### config.mk
export PLATFORM = sky130hd
export DESIGN_NAME = issue_ctrl
export DESIGN_NICKNAME = d
export VERILOG_FILES = /design/src/common/isa_pkg.sv /design/src/common/issue_pkg.sv /design/src/hw/issue_ctrl.sv
export SDC_FILE = /design/constraint.sdc
export NUM_CORES = 1
export LEC_CHECK = 0
export BUFFER_PORTS_ARGS = -buffer_cell sky130_fd_sc_hd__buf_2
export CELL_PAD_IN_SITES_DETAIL_PLACEMENT = 1
export CELL_PAD_IN_SITES_GLOBAL_PLACEMENT = 2
export CORE_AREA = 4 4 322 324
export CTS_BUF_LIST = sky130_fd_sc_hd__clkbuf_16
export DETAILED_ROUTE_END_ITERATION = 8
export DIE_AREA = 0 0 326 328
export HOLD_SLACK_MARGIN = 0.15
export PLACE_DENSITY = 0.43
export SYNTH_ARGS = -nofsm -noshare
export SYNTH_HDL_FRONTEND = slang
export SYNTH_SLANG_ARGS = --single-unit
export TNS_END_PERCENT = 10
### constraint.sdc
create_clock -name clk_i -period 4.25 [get_ports clk_i]
set_input_delay 0.425 -clock clk_i [delete_from_list [all_inputs] [get_ports clk_i]]
set_output_delay 0.425 -clock clk_i [all_outputs]
set_load 0.02 [all_outputs]
### src/common/isa_pkg.sv
package isa_pkg;

    // ----------------------------------------
    // widths
    // ----------------------------------------

    // integer register data width
    localparam int unsigned XLEN = 64;
    // architectural register index
    localparam int unsigned REG_ADDR_BITS = 5;
    localparam int unsigned NR_REGS = 2 ** REG_ADDR_BITS;
    // scoreboard slot tag, 8 entries in flight
    localparam int unsigned TRANS_ID_BITS = 3;

    typedef logic [REG_ADDR_BITS-1:0] reg_addr_t;
    typedef logic [XLEN-1:0] xlen_t;

    // ----------------------------------------
    // functional units and operations
    // ----------------------------------------

    // target unit of an instruction
    // FU_NONE marks instructions that complete without a unit
    typedef enum logic [3:0] {
        FU_NONE,
        ALU,
        CTRL_FLOW,
        LOAD,
        STORE,
        MULT,
        CSR
    } fu_t;

    // reduced operation set, only passed through by the issue stage
    typedef enum logic [6:0] {
        ADD,
        SUB,
        SLTS,
        LW,
        SW,
        JALR,
        MUL,
        CSR_WRITE
    } fu_op_t;

    // per register: which unit will write it next, FU_NONE when free
    typedef fu_t [NR_REGS-1:0] clobber_t;

endpackage

### src/common/issue_pkg.sv
package issue_pkg;

    // ----------------------------------------
    // scoreboard side
    // ----------------------------------------

    // instruction handed over by the scoreboard
    typedef struct packed {
        isa_pkg::xlen_t                      pc;
        logic [isa_pkg::TRANS_ID_BITS-1:0]   trans_id;
        isa_pkg::fu_t                        fu;
        isa_pkg::fu_op_t                     op;
        isa_pkg::reg_addr_t                  rs1;
        isa_pkg::reg_addr_t                  rs2;
        isa_pkg::reg_addr_t                  rd;
        // immediate until the unit writes back a result
        isa_pkg::xlen_t                      result;
        // exception raised earlier in the pipeline
        logic                                valid_ex;
        logic                                use_imm;
        logic                                use_zimm;
        logic                                use_pc;
    } scoreboard_entry_t;

    // answer of the scoreboard to a source register lookup
    typedef struct packed {
        logic           valid;
        isa_pkg::xlen_t data;
    } sb_operand_t;

    // one register write from the commit stage
    typedef struct packed {
        logic               we;
        isa_pkg::reg_addr_t waddr;
        isa_pkg::xlen_t     wdata;
    } commit_port_t;

    // ----------------------------------------
    // execute side
    // ----------------------------------------

    // operands and control going to the functional units
    typedef struct packed {
        isa_pkg::fu_t                        fu;
        isa_pkg::fu_op_t                     op;
        isa_pkg::xlen_t                      operand_a;
        isa_pkg::xlen_t                      operand_b;
        isa_pkg::xlen_t                      imm;
        logic [isa_pkg::TRANS_ID_BITS-1:0]   trans_id;
    } fu_data_t;

    // one start strobe per unit
    typedef struct packed {
        logic alu;
        logic branch;
        logic lsu;
        logic mult;
        logic csr;
    } fu_valid_t;

endpackage

### src/hw/issue_ctrl.sv
`timescale 1ns/1ps

module issue_ctrl #(
    parameter int unsigned NR_COMMIT_PORTS = 2
) (
    input  logic                                           clk_i,
    input  logic                                           rst_ni,
    input  logic                                           flush_i,
    // scoreboard handshake
    input  issue_pkg::scoreboard_entry_t                   issue_instr_i,
    input  logic                                           issue_instr_valid_i,
    output logic                                           issue_ack_o,
    // pending writers per register
    input  isa_pkg::clobber_t                              clobber_i,
    // commit writes of this cycle, used for the WAW bypass
    input  issue_pkg::commit_port_t [NR_COMMIT_PORTS-1:0]  commit_i,
    // resolved source operands, lane 0 is rs1
    input  isa_pkg::xlen_t [1:0]                           lane_operand_i,
    input  logic [1:0]                                     lane_stall_i,
    // unit readiness
    input  logic                                           flu_ready_i,
    input  logic                                           lsu_ready_i,
    // ID/EX outputs
    output issue_pkg::fu_data_t                            fu_data_o,
    output issue_pkg::fu_valid_t                           fu_valid_o,
    output isa_pkg::xlen_t                                 pc_o
);
    import isa_pkg::*;
    import issue_pkg::*;

    logic      fu_busy;
    logic      stall;
    logic      rd_free;
    xlen_t     operand_a_n;
    xlen_t     operand_b_n;
    fu_data_t  fu_data_n;
    fu_data_t  fu_data_q;
    fu_valid_t fu_valid_n;
    fu_valid_t fu_valid_q;
    xlen_t     pc_q;

    // ----------------------------------------
    // issue checks
    // ----------------------------------------

    // busy flag of the target unit
    always_comb begin
        case (issue_instr_i.fu)
            ALU, CTRL_FLOW, MULT, CSR: fu_busy = ~flu_ready_i;
            LOAD, STORE:               fu_busy = ~lsu_ready_i;
            default:                   fu_busy = 1'b0;
        endcase
    end

    // a zimm in the rs1 field needs no register
    assign stall = (lane_stall_i[0] && !issue_instr_i.use_zimm) || lane_stall_i[1];

    // WAW check, a commit to rd in this cycle frees it as well
    always_comb begin
        rd_free = (clobber_i[issue_instr_i.rd] == FU_NONE);
        for (int unsigned i = 0; i < NR_COMMIT_PORTS; i++) begin
            if (commit_i[i].we && (commit_i[i].waddr == issue_instr_i.rd)) begin
                rd_free = 1'b1;
            end
        end
    end

    always_comb begin
        issue_ack_o = 1'b0;
        if (issue_instr_valid_i) begin
            if (!stall && !fu_busy && rd_free) begin
                issue_ack_o = 1'b1;
            end
            // exceptions and unit-less instructions only retire
            if (issue_instr_i.valid_ex || (issue_instr_i.fu == FU_NONE)) begin
                issue_ack_o = 1'b1;
            end
        end
        // the multiplier shares the fixed latency writeback,
        // so only another MULT may follow a MULT
        if (fu_valid_q.mult && (issue_instr_i.fu != MULT)) begin
            issue_ack_o = 1'b0;
        end
    end

    // ----------------------------------------
    // operand selection
    // ----------------------------------------

    always_comb begin
        // operand a: zimm over pc over rs1
        operand_a_n = lane_operand_i[0];
        if (issue_instr_i.use_pc) begin
            operand_a_n = issue_instr_i.pc;
        end
        if (issue_instr_i.use_zimm) begin
            operand_a_n = {{(XLEN-REG_ADDR_BITS){1'b0}}, issue_instr_i.rs1};
        end
        // stores and branches keep rs2 and take the immediate via imm
        operand_b_n = lane_operand_i[1];
        if (issue_instr_i.use_imm && (issue_instr_i.fu != STORE)
                && (issue_instr_i.fu != CTRL_FLOW)) begin
            operand_b_n = issue_instr_i.result;
        end
    end

    assign fu_data_n.fu        = issue_instr_i.fu;
    assign fu_data_n.op        = issue_instr_i.op;
    assign fu_data_n.operand_a = operand_a_n;
    assign fu_data_n.operand_b = operand_b_n;
    assign fu_data_n.imm       = issue_instr_i.result;
    assign fu_data_n.trans_id  = issue_instr_i.trans_id;

    // one strobe for the target unit of an accepted instruction
    always_comb begin
        fu_valid_n = '0;
        if (issue_instr_valid_i && issue_ack_o && !issue_instr_i.valid_ex) begin
            case (issue_instr_i.fu)
                ALU:         fu_valid_n.alu    = 1'b1;
                CTRL_FLOW:   fu_valid_n.branch = 1'b1;
                LOAD, STORE: fu_valid_n.lsu    = 1'b1;
                MULT:        fu_valid_n.mult   = 1'b1;
                CSR:         fu_valid_n.csr    = 1'b1;
                default:     fu_valid_n        = '0;
            endcase
        end
    end

    // ----------------------------------------
    // ID/EX registers
    // ----------------------------------------

    // data loads every cycle, the valids qualify it
    always_ff @(posedge clk_i or negedge rst_ni) begin
        if (!rst_ni) begin
            fu_data_q <= '0;
            pc_q      <= '0;
        end else begin
            fu_data_q <= fu_data_n;
            pc_q      <= issue_instr_i.pc;
        end
    end

    // flush kills whatever was accepted on this edge
    always_ff @(posedge clk_i or negedge rst_ni) begin
        if (!rst_ni) begin
            fu_valid_q <= '0;
        end else if (flush_i) begin
            fu_valid_q <= '0;
        end else begin
            fu_valid_q <= fu_valid_n;
        end
    end

    assign fu_data_o  = fu_data_q;
    assign fu_valid_o = fu_valid_q;
    assign pc_o       = pc_q;

endmodule

After elaboration in Yosys (flattened, before gate mapping)
Cells that the tools add are included.

Flip-flop bits (word level): 275. Bits in latches: 0. Memory bits (writable): 0. ROM bits: 0. Input port bits: 565. Output and inout bits: 276. Word-level logic and storage cells: 65. Memories: 0.

$add $sub $neg: 0. $mul: 0. Divide/modulo/power cells: 0. Magnitude comparators: 1. Equal/unequal tests: 11. Shift operators: 0. Muxes and demuxes: 19. Bitwise operators: 2. Reduce and logical (&&, ||, !) cells: 20.

Operator list (number): $mux W64 (3); $bmux W4 S5 (1); $eq A4 B3 Y1 const B (3); $mux W1 (11); $eq A5 B5 Y1 (2); $logic_and A1 B1 Y1 (10); $mux W5 (2); $eq A4 B2 Y1 const B (2); $logic_not A4 Y1 (2); $ne A4 B3 Y1 const B (2); $lt A5 B6 Y1 const B (1); $eq A4 B1 Y1 const B (1); $logic_not A1 Y1 (4); $mux W4 (1); $ne A4 B2 Y1 const B (1); $reduce_or A4 Y1 (1); $logic_or A1 B1 Y1 (2); $not A1 Y1 (2); $pmux W1 S2 (1); $reduce_or A2 Y1 (1).

Logic depth before layout (Yosys ltp)
Depth in word-level cells: 14. Gate-level depth with buffers: 7. Mapped depth without buffers: 6.

Worst setup path after synthesis
OpenSTA, ideal clock, no wires.

Path type: input port to output port. From: input clobber_i[96] (netlist bit). To: output issue_ack_o. Arrival: 1918 ps. Required time: 3825 ps. Slack: 1907 ps. Stages on the path: 6. Path buffers: 0. Path through: or4_1 o21ai_0 a21oi_1 nor4b_1 or3_1 o31a_1.

Longest elaborated chain between the ends: 10.

RTL lines: start: declaration (line issue_ctrl.sv:14) `input isa_pkg::clobber_t clobber_i,`; $bmux W4 S5 (line issue_ctrl.sv:60) `rd_free = (clobber_i[issue_instr_i.rd] == FU_NONE);`; $mux W4 (implied by the code) (line issue_ctrl.sv:60); $logic_not A4 Y1 (line issue_ctrl.sv:60); $mux W1 (2 in series) (line issue_ctrl.sv:62) `if (commit_i[i].we && (commit_i[i].waddr == issue_instr_i.rd)) begin`; $logic_and A1 B1 Y1 (line issue_ctrl.sv:71) `if (!stall && !fu_busy && rd_free) begin`; $mux W1 (line issue_ctrl.sv:71); $mux W1 (line issue_ctrl.sv:75) `if (issue_instr_i.valid_ex || (issue_instr_i.fu == FU_NONE)) begin`; $mux W1 (line issue_ctrl.sv:70) `if (issue_instr_valid_i) begin`; $mux W1 (line issue_ctrl.sv:81) `if (fu_valid_q.mult && (issue_instr_i.fu != MULT)) begin`; end: declaration (line issue_ctrl.sv:12) `output logic issue_ack_o,`.

Every way passes these cells. The select of a mux whose other input is x is not followed.

Worst setup path in the final report
From: input issue_instr_i[91] (netlist bit). To: output issue_ack_o.

Longest elaborated chain between the ends: 10. Elaborated cells on any way between the ends: 20. Those cells by class: 7 x eq/ne; 5 x mux; 8 x reduce/logical.

RTL lines: start: declaration (line issue_ctrl.sv:10) `input issue_pkg::scoreboard_entry_t issue_instr_i,`; $eq A4 B1 Y1 (tied with other cells) (line issue_ctrl.sv:48) `case (issue_instr_i.fu)`; $reduce_or A4 Y1 / $reduce_or A2 Y1 (equally long branches) (line issue_ctrl.sv:48); $pmux W1 S2 (line issue_ctrl.sv:48); $logic_not A1 Y1 (line issue_ctrl.sv:71); $logic_and A1 B1 Y1 (2 in series) (line issue_ctrl.sv:71); $mux W1 (line issue_ctrl.sv:71); $mux W1 (line issue_ctrl.sv:75); $mux W1 (line issue_ctrl.sv:70); $mux W1 (*) (line issue_ctrl.sv:81).

Every way passes the cells marked *; elsewhere a longest branch is shown, timed or not.

==> metrics.csv <==
stage,metric,value,unit
clocking,clock_sinks,275,
pwr,power_density,398,nW/um2
clocking,cts.htree.levels,2,
sta,slew_headroom,22.5,%
clocking,cts_buffer_depth,3,
logic_synthesis,synth.net_count,1196,
sta,timing.final.setup_violations,0,
global_routing,gr-usage-all-layers,9.89,%
layout,flow.area_growth_from_synthesis,99.4,%
sta,finalWorstPathRequiredPeriod,3.13,ns
clocking,clock_tree_root,clkbuf_16,
drt,drt_iter0_drc,197,
critical_path,critPathArrivalTime,2.70,ns
layout,finalCoreUtilization,18.7,%
critical_path,required,3.83,ns
layout,share_of_cells_above_drive_strength_1,50.8,%
layout,mostFrequentLayoutCell,buf_2,
drt,wirelength,54.3,mm
drt,first_pass_iters,4,
global_routing,global_route.overflow_total,0,
placement,place_hpwl,41.8,mm
floorplan,die_width,326,um
sta,grt_setup_unrepaired,false,
drt,drc_violations,0,
clocking,worstSkewPairLatency,0.57,ns
pwr,fin_total_pwr,0.00753,W
drt,num_vias,9353,
floorplan,die_area,107000,um2
sta,hold_fails_final_rpt,0,
logic_synthesis,netlist_instances,631,
drt,average_wire_per_standard_cell,17.8,um
clocking,cts_resized,0,
logic_synthesis,postSynthAreaPerCell,15.0,um2
sta,max_freq,0.320,GHz
clocking,numCtsBuffers,40,
logic_synthesis,syn_area,9480,um2
drt,route.detailed.vias_per_inst,3.07,
sta,fin_skew,0.00202,ns
logic_synthesis,seq_area_frac_synth,72.6,%
logic_synthesis,ys.warnings.count,0,
floorplan,floorplan.initialDensity,9.37,%
floorplan,core_region_area,101000,um2
critical_path,cp-end-kind,output port,
clocking,clock_tree_from_tritoncts,yes,
global_routing,via_count_of_the_first_global_routing_pass,11100,
sta,worstMarginPinSlew,1.16,ns
run,max_cap_violations,0,
sta,hold_slack,0.208,ns
floorplan,die_height,328,um
critical_path,largest_driver_fanout_on_the_critical_path,9,
logic_synthesis,synth-edff-count,0,
logic_synthesis,async_reset_ff_share,100,%
run_status,outcome,completed,
global_routing,grt_first_pass_wirelength,78.0,mm
global_routing,pin_count_of_the_biggest_net_entering_global_routing,107,
drt,antenna_violating_nets_post_route,0,
placement,globalplace.congestion,0.819,
critical_path,critPathKind,input port to output port,
logic_synthesis,synth_flop_cell,dfrtp_1,
sta,maxSlewViolCount,0,
placement,io_buffer_count,707,
layout,layout.cells.most_common_list,"705 x buf_2, 275 x dfrtp_1, 274 x dlygate4sd3_1",
global_routing,number_of_antenna_violations_at_the_first_check_in_global_routing,8,
floorplan,ioPinCount,841,
layout,final_nets,2206,
logic_synthesis,ys_ff_latch,275,
hold_path,class_of_the_worst_hold_path,input port to flip-flop,
logic_synthesis,netlist-cell-type-count,47,
sta,layout_worst_path_cycle_share,73.6,%
clocking,clkSlewWorstSetupHoldPaths,0.05,ns
floorplan,rows,117,
critical_path,timing.critical_path.from_type,input port,
pwr,p_leak,9.04,nW
sta,fin_tns_setup,0,ns
pwr,max-vdd-ir-drop,209,uV
[timing repair]
action                    CTS  global route
buffers inserted            0             0
hold endpoints to repair  371             0
hold buffers              274             0
[power breakdown]
part	leakage, nW	internal (W)	switching [W]
Clock	0.677	0.00215	0.00135
Sequential	3.29	0.00278	0.0000430
Combinational	5.08	0.000548	0.000663
[flip-flops by register name, summed over array words and instances, names as in the netlist]
register / count
fu_data_o: 206
fu_valid_o: 5
pc_o: 64
[Yosys cell counts, types with 2 or more instances]
| library cell | number | area (um2) |
|---|---|---|
| dfrtp_1 | 275 | 6880 |
| nor2_1 | 70 | 263 |
| mux2i_1 | 65 | 651 |
| mux2_2 | 64 | 721 |
| nor4_1 | 21 | 131 |
| nand2_1 | 20 | 75.1 |
| clkbuf_1 | 14 | 52.6 |
| a21oi_1 | 11 | 55.1 |
| xnor2_1 | 11 | 96.3 |
| buf_2 | 10 | 50.1 |
| o21ai_0 | 9 | 45.0 |
| or4_1 | 8 | 60.1 |
| nand3b_1 | 4 | 30.0 |
| nor3_1 | 4 | 20.0 |
| buf_1 | 3 | 11.3 |
| inv_1 | 3 | 11.3 |
| nand4_1 | 3 | 18.8 |
| o22ai_1 | 3 | 18.8 |
| a21o_1 | 2 | 15.0 |
| nor2b_1 | 2 | 12.5 |
| o221ai_1 | 2 | 17.5 |
| or4b_1 | 2 | 20.0 |
[layer usage]
layer	share of wire (%)	wire (um)	up-vias	track usage [%]
met5	0.035	19	-	0
met4	3.3	1800	4	3.64
met3	9.9	5380	85	4.08
met2	50	26900	458	17.3
met1	37	20200	4575	10.7
li1	-	-	4231	-
[kinds of logic (layout without fill, tap and decap cells)]
family	after synthesis	after routing	synth area share, %
simple gates	143	143	7.51
other cells	0	3	0
flops	275	275	72.6
xor+xnor	12	12	1.11
compound gates	41	41	2.94
mux	129	129	14.5
buf+inv	31	1072	1.40
[worst max-delay path, stage by stage]
cell	delay, ns
dlygate4sd3_1	0.54
buf_2	0.19
xor2_1	0.18
a221oi_1	0.41
o21ai_0	0.26
a21oi_1	0.21
o31a_1	0.26
buf_2	0.22
[path summary, 6_finish.rpt]
kind / start / to / slack, ns / cells past startpoint
worst min register to register: fu_valid_o[1]$_DFF_PN0_ / fu_valid_o[3]$_DFF_PN0_ / 0.72 / 3
worst max register to register: fu_valid_o[1]$_DFF_PN0_ / fu_valid_o[4]$_DFF_PN0_ / 2.51 / 5
max in group asynchronous: rst_ni / fu_data_o[11]$_DFF_PN0_ / 2.73 / 3
min in group asynchronous: rst_ni / fu_data_o[2]$_DFF_PN0_ / 0.52 / 2
worst min-delay path: lane_operand_i[59] / fu_data_o[190]$_DFF_PN0_ / 0.21 / 3
worst max-delay path: issue_instr_i[91] / issue_ack_o / 1.12 / 8
[layout make-up]
| cell class | count | area [um2] |
|---|---|---|
| inverter | 3 | 11.3 |
| multi-input combinational | 325 | 2480 |
| clock buffer | 42 | 1050 |
| sequential | 275 | 6880 |
| fill | 11700 | 82200 |
| clock inverter | 31 | 313 |
| antenna | 3 | 7.51 |
| timing repair buffer | 996 | 6460 |
| tap | 1368 | 1710 |
[through the flow]
step / worst slack [ns] / std cells / cell area (um2)
global placement: 1.12 / 2693 / 14800
finish: 1.12 / 3043 / 18900
global route: 0.976 / 3043 / 18900
detailed placement: 1.09 / 2693 / 14800
CTS: 1.02 / 3040 / 18900
floorplan: 1.91 / 631 / 9480
(Power assumes the default switching activity.)
