`src/common/isa_pkg.sv`:
```
package isa_pkg;

    // ----------------------------------------
    // widths
    // ----------------------------------------

    // integer register data width
    localparam int unsigned XLEN = 64;
    // architectural register index
    localparam int unsigned REG_ADDR_BITS = 5;
    localparam int unsigned NR_REGS = 2 ** REG_ADDR_BITS;
    // scoreboard slot tag, 8 entries in flight
    localparam int unsigned TRANS_ID_BITS = 3;

    typedef logic [REG_ADDR_BITS-1:0] reg_addr_t;
    typedef logic [XLEN-1:0] xlen_t;

    // ----------------------------------------
    // functional units and operations
    // ----------------------------------------

    // target unit of an instruction
    // FU_NONE marks instructions that complete without a unit
    typedef enum logic [3:0] {
        FU_NONE,
        ALU,
        CTRL_FLOW,
        LOAD,
        STORE,
        MULT,
        CSR
    } fu_t;

    // reduced operation set, only passed through by the issue stage
    typedef enum logic [6:0] {
        ADD,
        SUB,
        SLTS,
        LW,
        SW,
        JALR,
        MUL,
        CSR_WRITE
    } fu_op_t;

    // per register: which unit will write it next, FU_NONE when free
    typedef fu_t [NR_REGS-1:0] clobber_t;

endpackage

```
`src/common/issue_pkg.sv`:
```
package issue_pkg;

    // ----------------------------------------
    // scoreboard side
    // ----------------------------------------

    // instruction handed over by the scoreboard
    typedef struct packed {
        isa_pkg::xlen_t                      pc;
        logic [isa_pkg::TRANS_ID_BITS-1:0]   trans_id;
        isa_pkg::fu_t                        fu;
        isa_pkg::fu_op_t                     op;
        isa_pkg::reg_addr_t                  rs1;
        isa_pkg::reg_addr_t                  rs2;
        isa_pkg::reg_addr_t                  rd;
        // immediate until the unit writes back a result
        isa_pkg::xlen_t                      result;
        // exception raised earlier in the pipeline
        logic                                valid_ex;
        logic                                use_imm;
        logic                                use_zimm;
        logic                                use_pc;
    } scoreboard_entry_t;

    // answer of the scoreboard to a source register lookup
    typedef struct packed {
        logic           valid;
        isa_pkg::xlen_t data;
    } sb_operand_t;

    // one register write from the commit stage
    typedef struct packed {
        logic               we;
        isa_pkg::reg_addr_t waddr;
        isa_pkg::xlen_t     wdata;
    } commit_port_t;

    // ----------------------------------------
    // execute side
    // ----------------------------------------

    // operands and control going to the functional units
    typedef struct packed {
        isa_pkg::fu_t                        fu;
        isa_pkg::fu_op_t                     op;
        isa_pkg::xlen_t                      operand_a;
        isa_pkg::xlen_t                      operand_b;
        isa_pkg::xlen_t                      imm;
        logic [isa_pkg::TRANS_ID_BITS-1:0]   trans_id;
    } fu_data_t;

    // one start strobe per unit
    typedef struct packed {
        logic alu;
        logic branch;
        logic lsu;
        logic mult;
        logic csr;
    } fu_valid_t;

endpackage

```
`src/hw/operand_lane.sv`:
```
`timescale 1ns/1ps

module operand_lane (
    // source register of this lane
    input  isa_pkg::reg_addr_t     rs_addr_i,
    // pending writers of every register
    input  isa_pkg::clobber_t      clobber_i,
    // scoreboard result for rs_addr_i
    input  issue_pkg::sb_operand_t sb_i,
    // register file read data for rs_addr_i
    input  isa_pkg::xlen_t         rf_data_i,
    output isa_pkg::xlen_t         operand_o,
    // operand not yet available
    output logic                   stall_o
);
    import isa_pkg::*;

    // unit that will write the source register
    fu_t clobber_fu;
    // register has an in-flight writer
    logic clobbered;
    // writer result can be taken from the scoreboard
    logic forward;

    assign clobber_fu = clobber_i[rs_addr_i];
    assign clobbered  = (clobber_fu != FU_NONE);

    // ----------------------------------------
    // forward or stall
    // ----------------------------------------

    // CSR results only become visible through the register file
    assign forward = clobbered && sb_i.valid && (clobber_fu != CSR);

    always_comb begin
        // free register, plain register file value
        operand_o = rf_data_i;
        stall_o   = 1'b0;
        if (clobbered) begin
            if (forward) begin
                operand_o = sb_i.data;
            end else begin
                // result still outstanding
                stall_o = 1'b1;
            end
        end
    end

endmodule

```
`config.mk`:
```
export PLATFORM = sky130hd
export DESIGN_NAME = operand_lane
export DESIGN_NICKNAME = d
export VERILOG_FILES = /design/src/common/isa_pkg.sv /design/src/common/issue_pkg.sv /design/src/hw/operand_lane.sv
export SDC_FILE = /design/constraint.sdc
export NUM_CORES = 1
export LEC_CHECK = 0
export ABC_AREA = 1
export ABC_CLOCK_PERIOD_IN_PS = 3900
export CORE_AREA = 2 2 128 130
export DETAILED_ROUTE_END_ITERATION = 10
export DIE_AREA = 0 0 130 132
export DONT_BUFFER_PORTS = 1
export MAX_ROUTING_LAYER = met4
export PLACE_DENSITY = 0.3
export SYNTH_ARGS = -nofsm -noshare
export SYNTH_HDL_FRONTEND = slang
export SYNTH_SLANG_ARGS = --single-unit
```
`constraint.sdc`:
```
create_clock -name vclk -period 3.9
set_clock_uncertainty 0.2 [all_clocks]
set_input_delay 0.195 -clock vclk [all_inputs]
set_output_delay 0.195 -clock vclk [all_outputs]
set_load 0.01 [all_outputs]
```
-- Word-level counts from Yosys, hierarchy flattened
Cells that the tools add are included.
W data, S select, Z words.
- word-level logic and storage cells: 11
- input bits: 262
- output and inout bits: 65
- flip-flop bits (word level): 0
- equality and inequality tests: 1
- multiplexer cells: 6
- $lt $le $gt $ge: 1
- reduce and logical (&&, ||, !) cells: 3
- operators with widths (operator ; number):
    $mux W64 ; 2
    $bmux W4 S5 ; 1
    $lt A5 B6 Y1 const B ; 1
    $mux W4 ; 1
    $ne A4 B3 Y1 const B ; 1
    $reduce_bool A4 Y1 ; 1
    $logic_and A1 B1 Y1 ; 2
    $mux W1 ; 2

-- Depth between registers and ports, before layout
Gate-level depths: netlist (run 1).
- depth after elaboration: 7
- mapped depth: 18
- mapped depth without buffers: 15

-- Least setup slack after synthesis (run 1)
OpenSTA, ideal clock, no wires.
- path type: input to output
- start point: input rs_addr_i[0]
- end point: output operand_o[12]
- stages on the path: 18
- data required time: 3.505 ns
- slack: 1.891 ns
- buffers on the path: 5
- data arrival time: 1.614 ns
- path through: buf_6 > buf_6 > buf_6 > nand2_1 > nand3_1 > nand3_1 > nand2_1 > nand2_1 > nand2_1 > nand2_1 > nand2_1 > nand2_1 > nand2_2 > nand2_4 > buf_8 > buf_12 > nand3_2 > nand2_1
- longest elaborated chain between the ends: 7
- elaborated cells between the ends (all ways): 8
- those cells by class: 1 x eq/ne; 4 x mux; 3 x reduce/logical
- ends and longest elaborated chain (what ; RTL line ; text):
    start: declaration ; operand_lane.sv:5 ; input isa_pkg::reg_addr_t rs_addr_i,
    $bmux W4 S5 (*) ; operand_lane.sv:25 ; assign clobber_fu = clobber_i[rs_addr_i];
    $mux W4 (not written as such) (*) ; operand_lane.sv:25 ;
    $reduce_bool A4 Y1 ; operand_lane.sv:26 ; assign clobbered = (clobber_fu != FU_NONE);
    $logic_and A1 B1 Y1 (2 in series) ; operand_lane.sv:33 ; assign forward = clobbered && sb_i.valid && (clobber_fu != CSR);
    $mux W64 ; operand_lane.sv:40 ; if (forward) begin
    $mux W64 (*) ; operand_lane.sv:39 ; if (clobbered) begin
    end: declaration ; operand_lane.sv:12 ; output isa_pkg::xlen_t operand_o,
Mark *: on every way between the ends. The rest lies on a longest branch, timed or not. The select of a mux whose other input is x is not followed.

-- Final worst setup path (run 1)
- start point: input rs_addr_i[0]
- end point: output operand_o[24]
The elaborated chain is that of the path after synthesis.

==> flow_metrics.env, run 1 <==
export IMPL_worst_slack_ns=1.10
export IMPL_drc_errors=0
export IMPL_clock_buffers=0
export IMPL_netlist_area_mm2=0.00262
export IMPL_crit_required_ns=3.50
export IMPL_min_to="operand_o[43]"
export IMPL_rsz0062_at_grt="false"
export IMPL_final_antenna_net_count=0
export IMPL_grt_overflow=0
export IMPL_num_rows=46
export IMPL_power_density_mw_per_mm2=128
export IMPL_routed_via_count=3212
export IMPL_routed_wl_um=10400
export IMPL_tightestPinTransition_ns=0.642
export IMPL_crit_fanout=68
export IMPL_dieArea_mm2=0.0172
export IMPL_yosysWarningCount=0
export IMPL_end_kind="output port"
export IMPL_ctsHoldBuffers=0
export IMPL_ff_latch_area_um2=0
export IMPL_p_total_w=0.000329
export IMPL_portBuffers=0
export IMPL_vdd_drop_max_uv=46.0
export IMPL_grt_pass1_vias=2924
export IMPL_hold_violations=0
export IMPL_fin_setup_tns_ns=0
export IMPL_synthCells=515
export IMPL_dr_pass1_iters=4
export IMPL_core_area_mm2=0.0157
export IMPL_antenna_found_initial=0
export IMPL_status="finished clean"
export IMPL_start_util=0.166
export IMPL_grt_max_degree=69
export IMPL_cp_start_kind="input pin"
export IMPL_period_share=0.719
export IMPL_syn_area_per_cell_um2=5.08
export IMPL_slew_headroom=0.571
export IMPL_n_antenna_cell=0
export IMPL_min_from="rf_data_i[43]"
export IMPL_layout_min_cycle_time_ns=2.80
export IMPL_max_freq_mhz=357
export IMPL_fillers=1912
export IMPL_dp_slack_ns=1.11
export IMPL_synthesis_nets=777
export IMPL_flops_and_latches=0
export IMPL_finalSetupViolCount=0
export IMPL_synth_area_leaders="nand2_1, nand3_2, nand3_1"
export IMPL_grt_usage=0.108
export IMPL_crit_path_top_delay_cell="nand2_4"
export IMPL_post_route_cells_drive_above_1_share=0.124
export IMPL_die_width_um=130
export IMPL_viasPerCell=4.66
export IMPL_dp_hpwl_um=8470
export IMPL_drv_slew=0
export IMPL_critical_path_max_stage_delay_ns=0.47
export IMPL_yosysTopAreaCell="nand2_1"
export IMPL_crit_family="simple AND/OR/NAND/NOR gates"
export IMPL_cp_common_cell="nand2_1"
export IMPL_maxCapViolCount=0
export IMPL_yosysMostFrequentCell="nand2_1"
export IMPL_min_delay_path_class="in -> out"
export IMPL_path_class="in -> out"
export IMPL_ios=327
export IMPL_holdPathStages=2
export IMPL_postCtsSetupRepairBufs=0
export IMPL_leakage_nw=1.31
export IMPL_cp_num_buf_inv=1
export IMPL_wire_per_inst_um=15.1
export IMPL_synthTopCellsByCount="nand2_1, nand3_1, nand3_2"
export IMPL_area_growth_pct=-1.72
export IMPL_die_y_um=132
export IMPL_grt_pass1_wl_um=15200
export IMPL_ctsResizeCount=0
export IMPL_synth_top_cell_area_share=0.366
export IMPL_nets=738
export IMPL_arrival_ns=2.41
export IMPL_ys_types=22
export IMPL_path_cells="inv_4, nand2_1, nand3_1, nand3_1, nand2_1, nand2_1, nand2_1, nand2_1, nand2_1, nand2_1, nand2_2, nand2_4, nand2_4, nand2_1, nand2_1"
export IMPL_gp_congestion=0.761
export IMPL_drt_iter0_drc=129
export IMPL_synth_seq_area_share=0
## cell type report
class,instances,area [um^2],share of cell area
timing repair buffer,1,20.0,0.00779
multi-input combinational,460,2230,0.867
inverter,13,51.3,0.0200
tap,216,270,0.105
## cell usage in the layout (no fill, tap or decap), drive strengths merged
cell,synthesis,layout
a21oi,7,7
buf,37,1
inv,13,13
nand2,260,260
nand3,130,130
nand3b,1,1
nand4,5,5
nor2,34,34
o211ai,3,3
o21ai,20,20
## worst max-delay path by stage
stage            startpoint  cells past startpoint             to  slack (ns)
5_1_grt        rs_addr_i[0]                     15  operand_o[48]        0.77
6_report       rs_addr_i[0]                     15  operand_o[24]        1.10
3_3_place_gp   rs_addr_i[1]                     13  operand_o[24]        1.15
3_5_place_dp   rs_addr_i[0]                     15  operand_o[11]        1.11
2_1_floorplan  rs_addr_i[0]                     18  operand_o[12]        1.89
4_1_cts        rs_addr_i[0]                     15  operand_o[11]        1.11
## per-stage QoR
step                      utilization  area, um^2  hold slack [ns]  cells
after floorplan                     -        2620            0.308    515
after global placement          0.164        2570            0.306    690
after detailed placement        0.164        2570            0.307    690
after CTS                       0.164        2570            0.307    690
after global routing            0.164        2570            0.312    690
final                           0.164        2570            0.315    690
## cells by family (layout without fill, tap and decap cells)
kind of cell	after synthesis	count (layout)	synth area share
AO/OA/AOI/OAI	30	30	0.0622
buffers and inverters	55	14	0.148
AND/OR/NAND/NOR	430	430	0.790
## routing by layer
metal,up-vias,track usage,wire length [um]
met5,-,-,0
met1,1441,0.130,4300
li1,1582,-,-
met3,6,0.0126,755
met4,0,0.00657,63
met2,183,0.201,5300
## power by group
group | switching (W) | internal (W) | total, W
combinational | 0.000223 | 0.000106 | 0.000329
clock | 0 | 0 | 0
sequential | 0 | 0 | 0
No activity file was read; power rests on OpenSTA's default activity.
==> inputs of run 2 (changes only) <==
--- a/config.mk
+++ b/config.mk
@@ -6,7 +6,7 @@
 export NUM_CORES = 1
 export LEC_CHECK = 0
 export ABC_AREA = 1
-export ABC_CLOCK_PERIOD_IN_PS = 3900
+export ABC_CLOCK_PERIOD_IN_PS = 2400
 export CORE_AREA = 2 2 128 130
 export DETAILED_ROUTE_END_ITERATION = 10
 export DIE_AREA = 0 0 130 132
==> constraint.sdc (replaced) <==
create_clock -name vclk -period 2.4
set_clock_uncertainty 0.2 [all_clocks]
set_input_delay 0.12 -clock vclk [all_inputs]
set_output_delay 0.12 -clock vclk [all_outputs]
set_load 0.01 [all_outputs]
==> run 2 against run 1 <==
Compared with the run above: routed wire length shrank 1.0%; critical path type unchanged; setup slack got worse by 0.80 ns; combinational power rose by 71%; critical endpoint unchanged; highest routed layer unchanged; count of clock-buffer cells in the layout is the same; worst hold slack got worse by 0.15 ns; cell count increased by 1.0%; total power up 70%.
==> flow_metrics.env, run 2 (same netlist as run 1, synthesis figures left out) <==
export IMPL_grt_overflow=0
export IMPL_grt_usage=0.108
export IMPL_final_antenna_net_count=0
export IMPL_n_antenna_cell=0
export IMPL_grt_pass1_wl_um=15100
export IMPL_p_total_w=0.000561
export IMPL_critical_path_max_stage_delay_ns=0.24
export IMPL_min_delay_path_class="in -> out"
export IMPL_ctsHoldBuffers=0
export IMPL_cp_start_kind="input pin"
export IMPL_arrival_ns=1.78
export IMPL_start_util=0.166
export IMPL_fin_setup_tns_ns=0
export IMPL_final_common_cell="nand2_1"
export IMPL_post_route_cells_drive_above_1_share=0.139
export IMPL_nets=745
export IMPL_switching_power_w=0.000366
export IMPL_switching_share=0.653
export IMPL_slew_headroom=0.810
export IMPL_grt_pass1_vias=2917
export IMPL_rsz0062_at_grt="false"
export IMPL_dr_pass1_iters=4
export IMPL_p_int_w=0.000194
export IMPL_layout_min_cycle_time_ns=2.10
export IMPL_min_to="operand_o[13]"
export IMPL_gp_congestion=0.759
export IMPL_wire_per_inst_um=14.8
export IMPL_maxCapViolCount=0
export IMPL_crit_path_top_delay_cell="buf_12"
export IMPL_dp_slack_ns=0.197
export IMPL_die_y_um=132
export IMPL_dieArea_mm2=0.0172
export IMPL_p_clk_frac=0
export IMPL_antenna_found_initial=0
export IMPL_grt_max_degree=69
export IMPL_flops_and_latches=0
export IMPL_area_growth_pct=2.34
export IMPL_combPwrFrac=1.000
export IMPL_leakage_nw=1.36
export IMPL_core_area_mm2=0.0157
export IMPL_cp_num_buf_inv=3
export IMPL_die_width_um=130
export IMPL_viasPerCell=4.60
export IMPL_power_density_mw_per_mm2=209
export IMPL_dp_hpwl_um=8530
export IMPL_routed_wl_um=10300
export IMPL_power_frac_seq=0
export IMPL_worst_slack_ns=0.296
export IMPL_drv_slew=0
export IMPL_cp_common_cell="nand2_1"
export IMPL_clock_buffers=0
export IMPL_crit_required_ns=2.08
export IMPL_end_kind="output port"
export IMPL_portBuffers=0
export IMPL_finalSetupViolCount=0
export IMPL_dp_cells=697
export IMPL_holdPathStages=2
export IMPL_ios=327
export IMPL_vdd_drop_max_uv=55.1
export IMPL_hold_violations=0
export IMPL_crit_fanout=68
export IMPL_path_class="in -> out"
export IMPL_max_freq_mhz=475
export IMPL_stdcell_count=697
export IMPL_drt_iter0_drc=137
export IMPL_drc_errors=0
export IMPL_status="finished clean"
export IMPL_min_from="rf_data_i[13]"
export IMPL_num_rows=46
export IMPL_layout_common_cells="nand2_1, nand3_1, nand3_2, nor2_1, o21ai_1"
export IMPL_path_cells="inv_4, buf_12, nand2_1, nand3_1, nand3_1, nand2_1, nand2_1, nand2_1, nand2_1, nand2_1, nand2_1, nand2_2, nand2_4, nand2_4, buf_12, nand2_1, nand2_1"
export IMPL_tightestPinTransition_ns=0.284
export IMPL_path_depth=17
export IMPL_ff_latch_area_um2=0
export IMPL_crit_family="simple AND/OR/NAND/NOR gates"
export IMPL_period_share=0.877
export IMPL_routed_via_count=3209
[run 2: cell types whose count changed in the layout (fill, tap and decap cells not counted)]
cell        delta
clkinvlp_4     +1
inv_1          -1
buf_4          +3
buf_12         +4
[run 2: worst max path at each step]
| stage | start | to | slack, ns |
|---|---|---|---|
| final | rs_addr_i[0] | operand_o[24] | 0.30 |
| after global routing | rs_addr_i[0] | operand_o[24] | 0.05 |
| after CTS | rs_addr_i[2] | operand_o[24] | 0.18 |
| after detailed placement | rs_addr_i[2] | operand_o[24] | 0.20 |
| after global placement | rs_addr_i[2] | operand_o[24] | 0.21 |
| after floorplan | rs_addr_i[0] | operand_o[12] | 0.54 |
[run 2: power by group through the flow]
stage / sequential [W] / combinational (W) / clock, W
6_report: 0 / 0.000561 / 0
5_1_grt: 0 / 0.000637 / 0
4_1_cts: 0 / 0.000570 / 0
3_5_place_dp: 0 / 0.000568 / 0
3_3_place_gp: 0 / 0.000566 / 0
2_1_floorplan: 0 / 0.000556 / 0
[run 2: what timing repair did]
item	in CTS	in global routing
resized for setup	0	1
buffers inserted	0	0
setup endpoints to repair	0	24
[run 2: cell type report]
cell class | instances | area [um^2]
fillers | 1862 | 13000
inverters | 13 | 55.1
multi-input cells | 460 | 2230
well taps | 216 | 270
repair buffers | 8 | 123
[run 2: through the flow]
| step | instance area, um^2 | utilization | hold slack, ns |
|---|---|---|---|
| finish | 2680 | 0.170 | 0.165 |
| global placement | 2670 | 0.170 | 0.167 |
| floorplan | 2620 | - | 0.158 |
| CTS | 2670 | 0.170 | 0.166 |
| global route | 2680 | 0.170 | 0.170 |
| detailed placement | 2670 | 0.170 | 0.166 |
[run 2: layer usage]
layer,GRT usage,wire length [um],up-vias
met5,-,0,-
met4,0.0125,133,0
met3,0.00690,660,12
met2,0.199,5210,178
met1,0.130,4310,1421
li1,-,-,1598
==> inputs of run 3 (changes only) <==
--- a/config.mk
+++ b/config.mk
@@ -5,11 +5,11 @@
 export SDC_FILE = /design/constraint.sdc
 export NUM_CORES = 1
 export LEC_CHECK = 0
-export ABC_AREA = 1
+export ABC_AREA = 0
 export ABC_CLOCK_PERIOD_IN_PS = 2400
-export CORE_AREA = 2 2 128 130
+export CORE_AREA = 2 2 125 127
 export DETAILED_ROUTE_END_ITERATION = 10
-export DIE_AREA = 0 0 130 132
+export DIE_AREA = 0 0 127 129
 export DONT_BUFFER_PORTS = 1
 export MAX_ROUTING_LAYER = met4
 export PLACE_DENSITY = 0.3
==> run 3 against run 2 <==
Compared with the run above: the run now ends with setup timing left; fmax is 17% lower; non-clock buffer count grew 11; sequential cell count unchanged; design area down 8.8%; critical path depth shrank 7; synthesized cell count is 62% lower; cell count down 44%; count of clock-buffer cells in the layout is the same; via count decreased by 44%; combinational power is 41% higher.
==> flow_metrics.env, run 3 <==
export IMPL_status="finished with violations"
export IMPL_violations="setup timing"
export IMPL_area_growth_pct=21.1
export IMPL_slew_headroom=0.692
export IMPL_dp_hpwl_um=7950
export IMPL_worst_slack_ns=-0.145
export IMPL_grt_overflow=0
export IMPL_fillers=1682
export IMPL_start_util=0.135
export IMPL_clock_buffers=0
export IMPL_path_cells="mux4_2, mux2i_2, o22ai_2, a211oi_2, xor2_2, o21ai_4, buf_12, buf_12, buf_16, mux2_4"
export IMPL_viasPerCell=4.60
export IMPL_syn_area_per_cell_um2=10.2
export IMPL_grt_usage=0.0954
export IMPL_die_width_um=127
export IMPL_dieArea_mm2=0.0164
export IMPL_wire_per_inst_um=24.0
export IMPL_stdcell_count=388
export IMPL_min_from="rf_data_i[55]"
export IMPL_routed_top_layer="met4"
export IMPL_routedLengthMet1_um=3150
export IMPL_grt_pass1_wl_um=11300
export IMPL_period_share=1.06
export IMPL_layout_min_cycle_time_ns=2.54
export IMPL_leakage_nw=0.983
export IMPL_netlist_area_mm2=0.00202
export IMPL_final_antenna_net_count=0
export IMPL_synth_area_leaders="mux2_4, mux4_2, a211oi_1"
export IMPL_antenna_found_initial=0
export IMPL_end_kind="output port"
export IMPL_layout_common_cells="mux2_4, nor2_1, a211oi_1, nor3_1"
export IMPL_crit_required_ns=2.08
export IMPL_flops_and_latches=0
export IMPL_met3WireLength_um=719
export IMPL_dr_pass1_iters=4
export IMPL_dp_cells=379
export IMPL_critical_path_max_stage_delay_ns=0.49
export IMPL_crit_fanout=42
export IMPL_wl_met2_um=5400
export IMPL_grt_max_degree=43
export IMPL_final_common_cell="mux2_4"
export IMPL_drt_iter0_drc=60
export IMPL_max_freq_mhz=393
export IMPL_p_total_w=0.000793
export IMPL_synthCells=198
export IMPL_drc_errors=0
export IMPL_arrival_ns=2.22
export IMPL_die_y_um=129
export IMPL_grt_pass1_vias=1858
export IMPL_routed_wl_um=9320
export IMPL_cp_start_kind="input pin"
export IMPL_tightestPinTransition_ns=0.450
export IMPL_num_rows=45
export IMPL_synth_top_cell_area_share=0.447
export IMPL_core_area_mm2=0.0150
export IMPL_power_density_mw_per_mm2=325
export IMPL_path_class="in -> out"
export IMPL_maxCapViolCount=0
export IMPL_nets=464
export IMPL_crit_start="rs_addr_i[1]"
export IMPL_rsz0062_at_grt="true"
export IMPL_post_route_cells_drive_above_1_share=0.515
export IMPL_hold_violations=0
export IMPL_portBuffers=0
export IMPL_ys_types=29
export IMPL_cp_common_cell="buf_12"
export IMPL_finalSetupViolCount=64
export IMPL_dp_slack_ns=-0.267
export IMPL_gp_congestion=0.704
export IMPL_synthesis_nets=460
export IMPL_n_antenna_cell=0
export IMPL_routed_via_count=1784
export IMPL_ios=327
export IMPL_ff_latch_area_um2=0
export IMPL_yosysMostFrequentCell="mux2_4"
export IMPL_yosysTopAreaCell="mux2_4"
export IMPL_synth_seq_area_share=0
export IMPL_vdd_drop_max_uv=108
export IMPL_yosysWarningCount=0
export IMPL_drv_slew=0
export IMPL_crit_path_top_delay_cell="mux4_2"
export IMPL_synthTopCellsByCount="mux2_4, nor2_1, a211oi_1, nor3_1, mux4_2"
export IMPL_min_delay_path_class="in -> out"
==> run 3: changes by cell type in the layout (fill, tap and decap cells not counted), moves of 10 or more <==
cell	before	now
nand2_1	255	3
mux2_4	0	64
o21ai_1	15	0
a211oi_1	0	16
nor3_1	0	16
nand3_2	50	0
nor2_1	34	21
nand3_1	80	0
mux4_2	0	10
==> run 3: final cells by class <==
type,instances,area [um^2],area share
Multi-Input combinational cell,180,1910,0.783
Timing Repair Buffer,19,290,0.119
Tap cell,188,235,0.0964
Inverter,1,3.75,0.00154
==> run 3: per-stage QoR <==
stage	util	TNS [ns]	hold slack [ns]	instance area, um^2
detailed placement	0.148	-11.53	0.176	2210
global route	0.163	-11.13	0.178	2440
finish	0.163	-6.19	0.176	2440
global placement	0.148	-10.04	0.177	2210
floorplan	-	-12.40	0.175	2040
CTS	0.157	-9.80	0.176	2350
==> run 3: worst paths after layout <==
kind                         to  slack, ns  cells after the start
hold / removal    operand_o[55]       0.18                      1
setup / recovery  operand_o[45]      -0.14                     10
==> run 3: power breakdown <==
group          leakage, nW  internal [W]  switching [W]
combinational        0.983      0.000463       0.000330
clock                    0             0              0
sequential               0             0              0
total                0.983      0.000463       0.000330
==> run 3: per-layer routing <==
metal,global-route usage,vias to the layer above
met2,0.198,148
met4,0.00517,0
met1,0.101,842
met3,0.00956,2
met5,-,-
li1,-,792
==> run 3: kinds of logic after synthesis <==
kind of cell / Yosys count / share of synthesized area
muxes: 84 / 0.633
and+or+nand+nor: 56 / 0.134
AOI/OAI and AO/OA: 39 / 0.161
buffers and inverters: 18 / 0.0677
xor gates and xnor gates: 1 / 0.00435
==> run 3: timing repair <==
item / in CTS / in global routing
buffers inserted: 2 / 2
resized for setup: 4 / 9
setup endpoints to repair: 64 / 64
gates cloned: 4 / 1
hold buffers: 0 / 0
pin swaps: 1 / 1
==> run 3: worst max-delay path, delay by kind of cell <==
family | cells | cell delay [ns]
buffers and inverters | 3 | 0.44
multiplexers | 3 | 0.99
XOR/XNOR | 1 | 0.22
AO/OA/AOI/OAI | 3 | 0.46
